**src/verilog/sms_loader_settings.svh**
```systemverilog
// SMS loader settings
`ifndef SMS_LOADER_SETTINGS_SVH
`define SMS_LOADER_SETTINGS_SVH

// ====================
// Download indexes
// ====================
`define SMS_INDEX_CODE     8'hFF   // Cheat files
`define SMS_INDEX_SYSMODE  8'd4    // Arcade system mode
`define SMS_INDEX_DSW      8'd254  // Arcade DIP switches

// Console file types, low five index bits
`define SMS_INDEX_SMS      5'd1
`define SMS_INDEX_GG       5'd2
`define SMS_EXT_SG         2'd2    // Index bits 6:5 for .SG

// ====================
// Widths
// ====================
`define SMS_IOCTL_ADDR_W   25
`define SMS_ROM_ADDR_W     22
`define SMS_WADDR_W        24

// ====================
// Sizes
// ====================
`define SMS_HEADER_BYTES   512     // Copier header
`define SMS_CODE_BYTES     16      // One cheat code
`define SMS_DSW_COUNT      3

`endif
```
**src/verilog/sms_loader_pkg.sv**
```systemverilog
// SMS loader types
`default_nettype none

`include "sms_loader_settings.svh"

package sms_loader_pkg;

	typedef logic [7:0] byte_t;

	// Host byte address
	typedef logic [`SMS_IOCTL_ADDR_W-1:0] ioctl_addr_t;

	// CPU side ROM address
	typedef logic [`SMS_ROM_ADDR_W-1:0] rom_addr_t;

	// External memory write address
	typedef logic [`SMS_WADDR_W-1:0] waddr_t;

	// One cheat, flags in the top word
	typedef struct packed {
		logic [31:0] flags;
		logic [31:0] address;
		logic [31:0] compare;
		logic [31:0] replace;
	} cheat_code_t;

endpackage

`default_nettype wire

```
**src/verilog/sms_loader_top.sv**
```systemverilog
// SMS cartridge loader
`timescale 1ns/100ps
`default_nettype none

`include "sms_loader_settings.svh"

module sms_loader_top (
	input  wire                           clk_sys,
	input  wire                           RESET,
	input  wire                           ioctl_download,
	input  sms_loader_pkg::byte_t         ioctl_index,
	input  wire                           ioctl_wr,
	input  sms_loader_pkg::ioctl_addr_t   ioctl_addr,
	input  sms_loader_pkg::byte_t         ioctl_dout,
	input  wire                           rom_wr_ack,
	input  sms_loader_pkg::rom_addr_t     rom_rd_addr,
	output logic                          ioctl_wait,
	output logic                          rom_wr,
	output sms_loader_pkg::waddr_t        rom_waddr,
	output sms_loader_pkg::byte_t         rom_wdata,
	output sms_loader_pkg::rom_addr_t     rom_addr,
	output logic                          gg,
	output logic                          systeme,
	output logic                          palettemode,
	output sms_loader_pkg::byte_t         sysmode,
	output sms_loader_pkg::byte_t         dsw0,
	output sms_loader_pkg::byte_t         dsw1,
	output sms_loader_pkg::byte_t         dsw2,
	output logic                          code_valid,
	output sms_loader_pkg::cheat_code_t   cheat_code
);

	logic code_index;
	logic is_sysmode;
	logic is_dsw;
	logic code_download;
	logic cart_download;

	// ====================
	// Download classes
	// ====================
	assign code_index    = ioctl_index == `SMS_INDEX_CODE;
	assign is_sysmode    = ioctl_index == `SMS_INDEX_SYSMODE;
	assign is_dsw        = ioctl_index == `SMS_INDEX_DSW;
	assign code_download = ioctl_download & code_index;
	assign cart_download = ioctl_download & ~code_index & ~is_sysmode & ~is_dsw; // ROM data

	rom_write_seq u_rom_write_seq (
		.clk_sys       (clk_sys),
		.RESET         (RESET),
		.cart_download (cart_download),
		.ioctl_wr      (ioctl_wr),
		.ioctl_dout    (ioctl_dout),
		.rom_wr_ack    (rom_wr_ack),
		.ioctl_wait    (ioctl_wait),
		.rom_wr        (rom_wr),
		.rom_waddr     (rom_waddr),
		.rom_wdata     (rom_wdata)
	);

	cart_info u_cart_info (
		.clk_sys       (clk_sys),
		.RESET         (RESET),
		.cart_download (cart_download),
		.is_sysmode    (is_sysmode),
		.is_dsw        (is_dsw),
		.ioctl_wr      (ioctl_wr),
		.ioctl_index   (ioctl_index),
		.ioctl_addr    (ioctl_addr),
		.ioctl_dout    (ioctl_dout),
		.rom_rd_addr   (rom_rd_addr),
		.rom_addr      (rom_addr),
		.gg            (gg),
		.systeme       (systeme),
		.palettemode   (palettemode),
		.sysmode       (sysmode),
		.dsw0          (dsw0),
		.dsw1          (dsw1),
		.dsw2          (dsw2)
	);

	cheat_code_loader u_cheat_code_loader (
		.clk_sys       (clk_sys),
		.RESET         (RESET),
		.code_download (code_download),
		.ioctl_wr      (ioctl_wr),
		.ioctl_addr    (ioctl_addr),
		.ioctl_dout    (ioctl_dout),
		.code_valid    (code_valid),
		.cheat_code    (cheat_code)
	);

endmodule

`default_nettype wire

```
**src/verilog/cheat_code_loader.sv**
```systemverilog
// Cheat code assembler
`timescale 1ns/100ps
`default_nettype none

`include "sms_loader_settings.svh"

module cheat_code_loader (
	input  wire                           clk_sys,
	input  wire                           RESET,
	input  wire                           code_download,
	input  wire                           ioctl_wr,
	input  sms_loader_pkg::ioctl_addr_t   ioctl_addr,
	input  sms_loader_pkg::byte_t         ioctl_dout,
	output logic                          code_valid,
	output sms_loader_pkg::cheat_code_t   cheat_code
);

	localparam int sel_w = $clog2(`SMS_CODE_BYTES);

	logic [sel_w-1:0] byte_sel;
	logic [1:0]       lane;     // Byte within a word
	logic             code_byte;
	logic             last_byte;

	assign byte_sel  = ioctl_addr[sel_w-1:0];
	assign lane      = byte_sel[1:0];
	assign code_byte = code_download & ioctl_wr;
	assign last_byte = byte_sel == sel_w'(`SMS_CODE_BYTES - 1);

	// ====================
	// Byte assembly
	// ====================
	always_ff @(posedge clk_sys) begin
		if (code_byte) begin
			// Each word arrives lowest byte first
			case (byte_sel[3:2])
				2'd0: cheat_code.flags[lane*8 +: 8]   <= ioctl_dout;
				2'd1: cheat_code.address[lane*8 +: 8] <= ioctl_dout;
				2'd2: cheat_code.compare[lane*8 +: 8] <= ioctl_dout;
				default: cheat_code.replace[lane*8 +: 8] <= ioctl_dout;
			endcase
		end
	end

	// One pulse when the last byte lands
	always_ff @(posedge clk_sys) begin
		if (RESET)
			code_valid <= 1'b0;
		else
			code_valid <= code_byte & last_byte;
	end

endmodule

`default_nettype wire

```
**src/verilog/cart_info.sv**
```systemverilog
// Cartridge geometry and flags
`timescale 1ns/100ps
`default_nettype none

`include "sms_loader_settings.svh"

module cart_info (
	input  wire                          clk_sys,
	input  wire                          RESET,
	input  wire                          cart_download,
	input  wire                          is_sysmode,
	input  wire                          is_dsw,
	input  wire                          ioctl_wr,
	input  sms_loader_pkg::byte_t        ioctl_index,
	input  sms_loader_pkg::ioctl_addr_t  ioctl_addr,
	input  sms_loader_pkg::byte_t        ioctl_dout,
	input  sms_loader_pkg::rom_addr_t    rom_rd_addr,
	output sms_loader_pkg::rom_addr_t    rom_addr,
	output logic                         gg,
	output logic                         systeme,
	output logic                         palettemode,
	output sms_loader_pkg::byte_t        sysmode,
	output sms_loader_pkg::byte_t        dsw0,
	output sms_loader_pkg::byte_t        dsw1,
	output sms_loader_pkg::byte_t        dsw2
);

	localparam int size_w    = $clog2(`SMS_HEADER_BYTES) + 1;
	localparam int dsw_sel_w = $clog2(`SMS_DSW_COUNT);

	sms_loader_pkg::rom_addr_t cart_mask;
	sms_loader_pkg::rom_addr_t cart_mask512;
	sms_loader_pkg::rom_addr_t rom_low;
	sms_loader_pkg::byte_t     dsw [`SMS_DSW_COUNT];
	logic [size_w-1:0]         byte_cnt; // Low bits of bytes loaded
	logic                      cart_sz512;
	logic                      old_download;
	logic                      file_sms;
	logic                      file_gg;

	assign rom_low  = ioctl_addr[`SMS_ROM_ADDR_W-1:0];
	assign file_sms = ioctl_index[4:0] == `SMS_INDEX_SMS;
	assign file_gg  = ioctl_index[4:0] == `SMS_INDEX_GG;

	// ====================
	// Masks and flags
	// ====================
	always_ff @(posedge clk_sys) begin
		if (RESET) begin
			old_download <= 1'b0;
			cart_mask    <= '1;
			cart_mask512 <= '1;
			byte_cnt     <= '0;
			cart_sz512   <= 1'b0;
			gg           <= 1'b0;
			systeme      <= 1'b0;
			palettemode  <= 1'b0;
		end else begin
			old_download <= cart_download;
			if (ioctl_wr && cart_download) begin
				cart_mask    <= (ioctl_addr == 0) ? '0 : (cart_mask | rom_low);
				cart_mask512 <= (ioctl_addr == `SMS_HEADER_BYTES) ? '0 :
					(cart_mask512 | (rom_low - sms_loader_pkg::rom_addr_t'(`SMS_HEADER_BYTES)));
				byte_cnt     <= ioctl_addr[size_w-1:0] + 1'b1;
				if (file_sms || file_gg)
					systeme <= 1'b0;
				if (file_sms && (ioctl_index[6:5] == `SMS_EXT_SG))
					palettemode <= 1'b1; // .SG file
				gg <= file_gg;
			end
			// Odd half-KB size means a copier header
			if (old_download && !cart_download)
				cart_sz512 <= byte_cnt[size_w-1];
			if (ioctl_wr && is_sysmode)
				systeme <= 1'b1;
		end
	end

	// Arcade registers
	always_ff @(posedge clk_sys) begin
		if (ioctl_wr && is_sysmode && (ioctl_addr == 0))
			sysmode <= ioctl_dout;
		if (ioctl_wr && is_dsw && (ioctl_addr < `SMS_DSW_COUNT))
			dsw[ioctl_addr[dsw_sel_w-1:0]] <= ioctl_dout;
	end

	assign dsw0 = dsw[0];
	assign dsw1 = dsw[1];
	assign dsw2 = dsw[2];

	// Skip the header when one is present
	assign rom_addr = cart_sz512 ?
		((rom_rd_addr + sms_loader_pkg::rom_addr_t'(`SMS_HEADER_BYTES)) & cart_mask512) :
		(rom_rd_addr & cart_mask);

endmodule

`default_nettype wire

```
**src/verilog/rom_write_seq.sv**
```systemverilog
// ROM write sequencer
`timescale 1ns/100ps
`default_nettype none

`include "sms_loader_settings.svh"

module rom_write_seq (
	input  wire                        clk_sys,
	input  wire                        RESET,
	input  wire                        cart_download,
	input  wire                        ioctl_wr,
	input  sms_loader_pkg::byte_t      ioctl_dout,
	input  wire                        rom_wr_ack,
	output logic                       ioctl_wait,
	output logic                       rom_wr,     // Request toggle
	output sms_loader_pkg::waddr_t     rom_waddr,
	output sms_loader_pkg::byte_t      rom_wdata
);

	logic old_download;
	logic cart_byte;

	assign cart_byte = ioctl_wr & cart_download;

	// ====================
	// Handshake and address
	// ====================
	always_ff @(posedge clk_sys) begin
		if (RESET) begin
			old_download <= 1'b0;
			ioctl_wait   <= 1'b0;
			rom_wr       <= 1'b0;
			rom_waddr    <= '0;
		end else begin
			old_download <= cart_download;

			if (cart_download && !old_download) begin
				rom_waddr <= '0; // New cartridge starts at 0
			end else if (ioctl_wait && (rom_wr == rom_wr_ack)) begin
				// Memory echoed the toggle, release host
				ioctl_wait <= 1'b0;
				rom_waddr  <= rom_waddr + 1'b1;
			end

			if (cart_byte) begin
				ioctl_wait <= 1'b1;
				rom_wr     <= ~rom_wr; // Pending until echo matches
			end
		end
	end

	// Data held for the whole pending write
	always_ff @(posedge clk_sys) begin
		if (cart_byte)
			rom_wdata <= ioctl_dout;
	end

endmodule

`default_nettype wire

```
**config.mk**
```make
export PLATFORM = sky130hd
export DESIGN_NAME = sms_loader_top
export DESIGN_NICKNAME = d
export VERILOG_FILES = /design/src/verilog/sms_loader_pkg.sv /design/src/verilog/sms_loader_top.sv /design/src/verilog/cheat_code_loader.sv /design/src/verilog/cart_info.sv /design/src/verilog/rom_write_seq.sv
export VERILOG_INCLUDE_DIRS = /design/src /design/src/verilog
export SDC_FILE = /design/constraint.sdc
export NUM_CORES = 1
export LEC_CHECK = 0
export ABC_AREA = 1
export BUFFER_PORTS_ARGS = -buffer_cell sky130_fd_sc_hd__buf_4
export CAP_MARGIN = 20
export CORE_MARGIN = 1
export CORE_UTILIZATION = 52
export CTS_CLUSTER_SIZE = 24
export DETAILED_ROUTE_END_ITERATION = 7
export PLACE_DENSITY = 0.79
export SLEW_MARGIN = 10
export SYNTH_ARGS = -nofsm -noshare
export SYNTH_HDL_FRONTEND = slang
export SYNTH_HIERARCHICAL = 1
export SYNTH_SLANG_ARGS = --single-unit
export TNS_END_PERCENT = 10
```
**constraint.sdc**
```tcl
create_clock -name clk_sys -period 2.97 [get_ports clk_sys]
set_input_delay 0.4455 -clock clk_sys [delete_from_list [all_inputs] [get_ports clk_sys]]
set_output_delay 0.4455 -clock clk_sys [all_outputs]
set_load 0.03 [all_outputs]
```
==> metrics.txt <==
outcome=completed; top post-synthesis cells by area=edfxtp_1 50%, dfxtp_1 15%, nand2_1 9.0%, inv_1 4.5%, nor2_1 4.5%; Area Overhead vs Synth=33.3%; Num CTS Buffers=24; slew at the pin closest to its max-slew limit=about 0.71 ns; post-cts sizing count=0; Cell Rows=50; mapped cell area=0.0101 mm^2; setup violators final=0; gpl congestion=slightly below 0.9; Hold Crit Class=primary input to flop; final wirelength=between 20000 and 30000 um; Critical Path RT=~2.5 ns; Critical Path AT=1.85 ns; leakage=between 5 and 6 nW; maxcap violations=0; Flop pwr share=0.492; Synth top area share=0.498; DP HPWL=around 19000 um; Die Span Y=roughly 140 um; hold buffers post-CTS=0; Reg clk slew, reported paths=about 0.060 ns; Final min period=approximately 2.3 ns; Gate Count Post-Synth=1002; top-count cell post-synth=nand2_1; Die Width=~140 um; Layout Nets=about 1400; GR Util All Layers=0.255; sw frac=0.211; critical path's largest stage delay=between 0.3 and 0.4 ns; Yosys Warn Count=6; Avg Cell Area, Syn=around 10 um^2; Finished Cell Area=approximately 0.014 mm^2; max-slew violations=0; number of global-route vias before repair=~7400; routed vias/inst=about 5.1; crit path cell chain=buf_4, ha_1, nand2_1, nor2_1, nand2_1, o21ai_1, inv_1, o21ai_1, buf_4; final global-route overflow total=0; Total Power=about 0.0074 W; PortBufs=287; first-pass GRT wire length=approximately 40000 um; asr flop ratio synth=0; largest net degree at the start of global routing=48; Total Die Area=between 0.02 and 0.025 mm^2; critical path type=primary input to primary output; R2R setup slack=roughly 1.4 ns; register area share after synthesis=0.652; placed instance area=between 0.01 and 0.015 mm^2; EDFF count, synth=approximately 170; share of layout cells above drive strength 1=0.295; post-route ant nets=0; Pre-antenna DRT Iters=5; clk_skew=0.00605 ns; Crit. End Element=primary output; PwrDens=551 mW/mm^2; total vias in the final route=8080; clk sinks=around 250; DR iter-0 viols=between 500 and 600; syn_nets=between 1000 and 1500; Internal=between 0.005 and 0.006 W; WL/cell=16.4 um; HP Start=ioctl_dout[5]; top post-synthesis cells by count=244 x nand2_1, 168 x edfxtp_1, 122 x inv_1, 121 x nor2_1, 78 x dfxtp_1; Starting Density=0.536; period utilisation layout=0.773; postcts setup bufs=0; clock power share=0.446; CP Max Fanout=6; Ant. Diodes=0; nature of the critical path startpoint=primary input; Seq cells post-synth=~250; DRC Markers=0; # fillers=between 1000 and 1500; RSZ-0062 raised after global routing=no; worst skew pair latency=~0.51 ns; combinational share of power=0.062; R2R Path End=u_rom_write_seq/rom_waddr[22]; reg-to-reg startpoint=u_rom_write_seq/rom_waddr[1]; R2R depth=9; CTS root buf=clkbuf_16; cell taking the most area after synthesis=edfxtp_1; Cells on Worst Hold Path=1; FMAX=between 400 and 500 MHz; Yosys cell types=42; initial antenna violation count=0; CTS tree=built; buffers and inverters on the worst path=3; Worst Hold Path EP=u_rom_write_seq/rom_wdata[5]; H-tree depth=1; reported net switching power=about 0.0016 W; prevailing post-synth register cell=edfxtp_1; Crit path max-delay family=simple AND/OR/NAND/NOR gates; # IOs=approximately 290; Worst path depth=9; Max IR drop VDD=roughly 330 uV; Final Hold Viols=0; CP max stage cell=nor2_1; Slew HR=0.523; post-route setup TNS=0 ns; core area=~0.019 mm^2; clock buffer depth=3
[power groups by stage]
stage	clock network [W]	registers (W)	logic, W
global route	0.00349	0.00366	0.000499
finish	0.00332	0.00366	0.000461
detailed placement	0	0.00374	0.000458
floorplan	0	0.00376	0.000222
CTS	0.00336	0.00366	0.000460
global placement	0	0.00374	0.000450
[layout by cell type, fill, tap and decap left out, types with 2 or more instances in the layout]
cell type / Yosys / routed
nor2_4: 5 / 5
bufinv_16: 0 / 6
inv_2: 4 / 4
clkbuf_1: 7 / 2
clkinvlp_4: 0 / 2
ha_1: 10 / 10
clkinv_1: 0 / 3
clkbuf_16: 0 / 25
a21oi_1: 33 / 33
o31ai_1: 2 / 2
nand2_2: 14 / 14
dfxtp_1: 78 / 78
clkinv_2: 0 / 2
o21ai_1: 2 / 2
nor2_1: 121 / 121
inv_4: 2 / 2
nor2_2: 7 / 7
o21ai_0: 40 / 40
nand4_1: 18 / 18
edfxtp_1: 168 / 168
nand3_1: 56 / 56
buf_4: 2 / 309
inv_1: 122 / 122
o21bai_1: 19 / 19
nand3_2: 4 / 4
clkinv_4: 0 / 3
nand2_1: 244 / 244
nor3_1: 14 / 14
[sequential cells by signal (all words and copies together), names as in the netlist, 8 cells and up]
| name | cells |
|---|---|
| u_cart_info/sysmode | 8 |
| u_rom_write_seq/rom_waddr | 24 |
| u_cart_info/cart_mask512 | 22 |
| u_cart_info/cart_mask | 22 |
| u_cart_info/dsw | 24 |
| u_rom_write_seq/rom_wdata | 8 |
| u_cheat_code_loader/cheat_code | 128 |
[final cells by class]
| class | instances | area [um^2] | share of cell area |
|---|---|---|---|
| clock inverters | 17 | 248 | 0.0183 |
| repair buffers | 309 | 2320 | 0.172 |
| multi-input cells | 606 | 2890 | 0.214 |
| clock buffers | 27 | 633 | 0.0469 |
| inverters | 128 | 485 | 0.0359 |
| well taps | 260 | 325 | 0.0241 |
| flip-flops and latches | 246 | 6610 | 0.489 |
[worst register-to-register path, stage by stage (launching register included)]
cell and delay, ns:
dfxtp_1 0.38, ha_1 0.21, nand2_1 0.08, nor2_1 0.09, nand2_1 0.09, nor2_4 0.29
nand3_1 0.16, nand2_1 0.09, nand2_1 0.05, nor2_1 0.08
[how the worst max path moves through the flow]
stage	startpoint	end	slack (ns)
after detailed placement	ioctl_index[2]	u_cart_info/cart_mask512[10]	0.48
after floorplan	rom_rd_addr[9]	rom_addr[17]	0.71
final	rom_rd_addr[9]	rom_addr[19]	0.67
after CTS	rom_rd_addr[9]	rom_addr[19]	0.72
after global placement	ioctl_index[2]	u_cart_info/cart_mask512[10]	0.60
after global routing	rom_rd_addr[9]	rom_addr[15]	0.56
[through the flow]
stage | setup slack [ns] | hold WS [ns] | cells | utilization
floorplan | 0.709 | 0.443 | 1002 | -
global placement | 0.599 | 0.451 | 1549 | 0.668
detailed placement | 0.477 | 0.463 | 1549 | 0.668
CTS | 0.725 | 0.198 | 1593 | 0.715
global route | 0.563 | 0.206 | 1593 | 0.715
finish | 0.675 | 0.208 | 1593 | 0.715
[kinds of logic after synthesis]
family                   share of synthesized area
buffers and inverters                       0.0630
AND/OR/NAND/NOR                              0.215
AO/OA/AOI/OAI                               0.0564
XOR/XNOR                                   0.00173
flip-flops                                   0.652
adder cells (fa/ha/maj)                     0.0123
[routing by layer]
layer,track usage,up-vias,part of all wire
met5,0,-,0
met4,0.0985,0,0.031
met3,0.0310,54,0.070
met2,0.444,374,0.50
met1,0.325,3725,0.40
li1,-,3927,-
No activity file was read; power rests on OpenSTA's default activity.
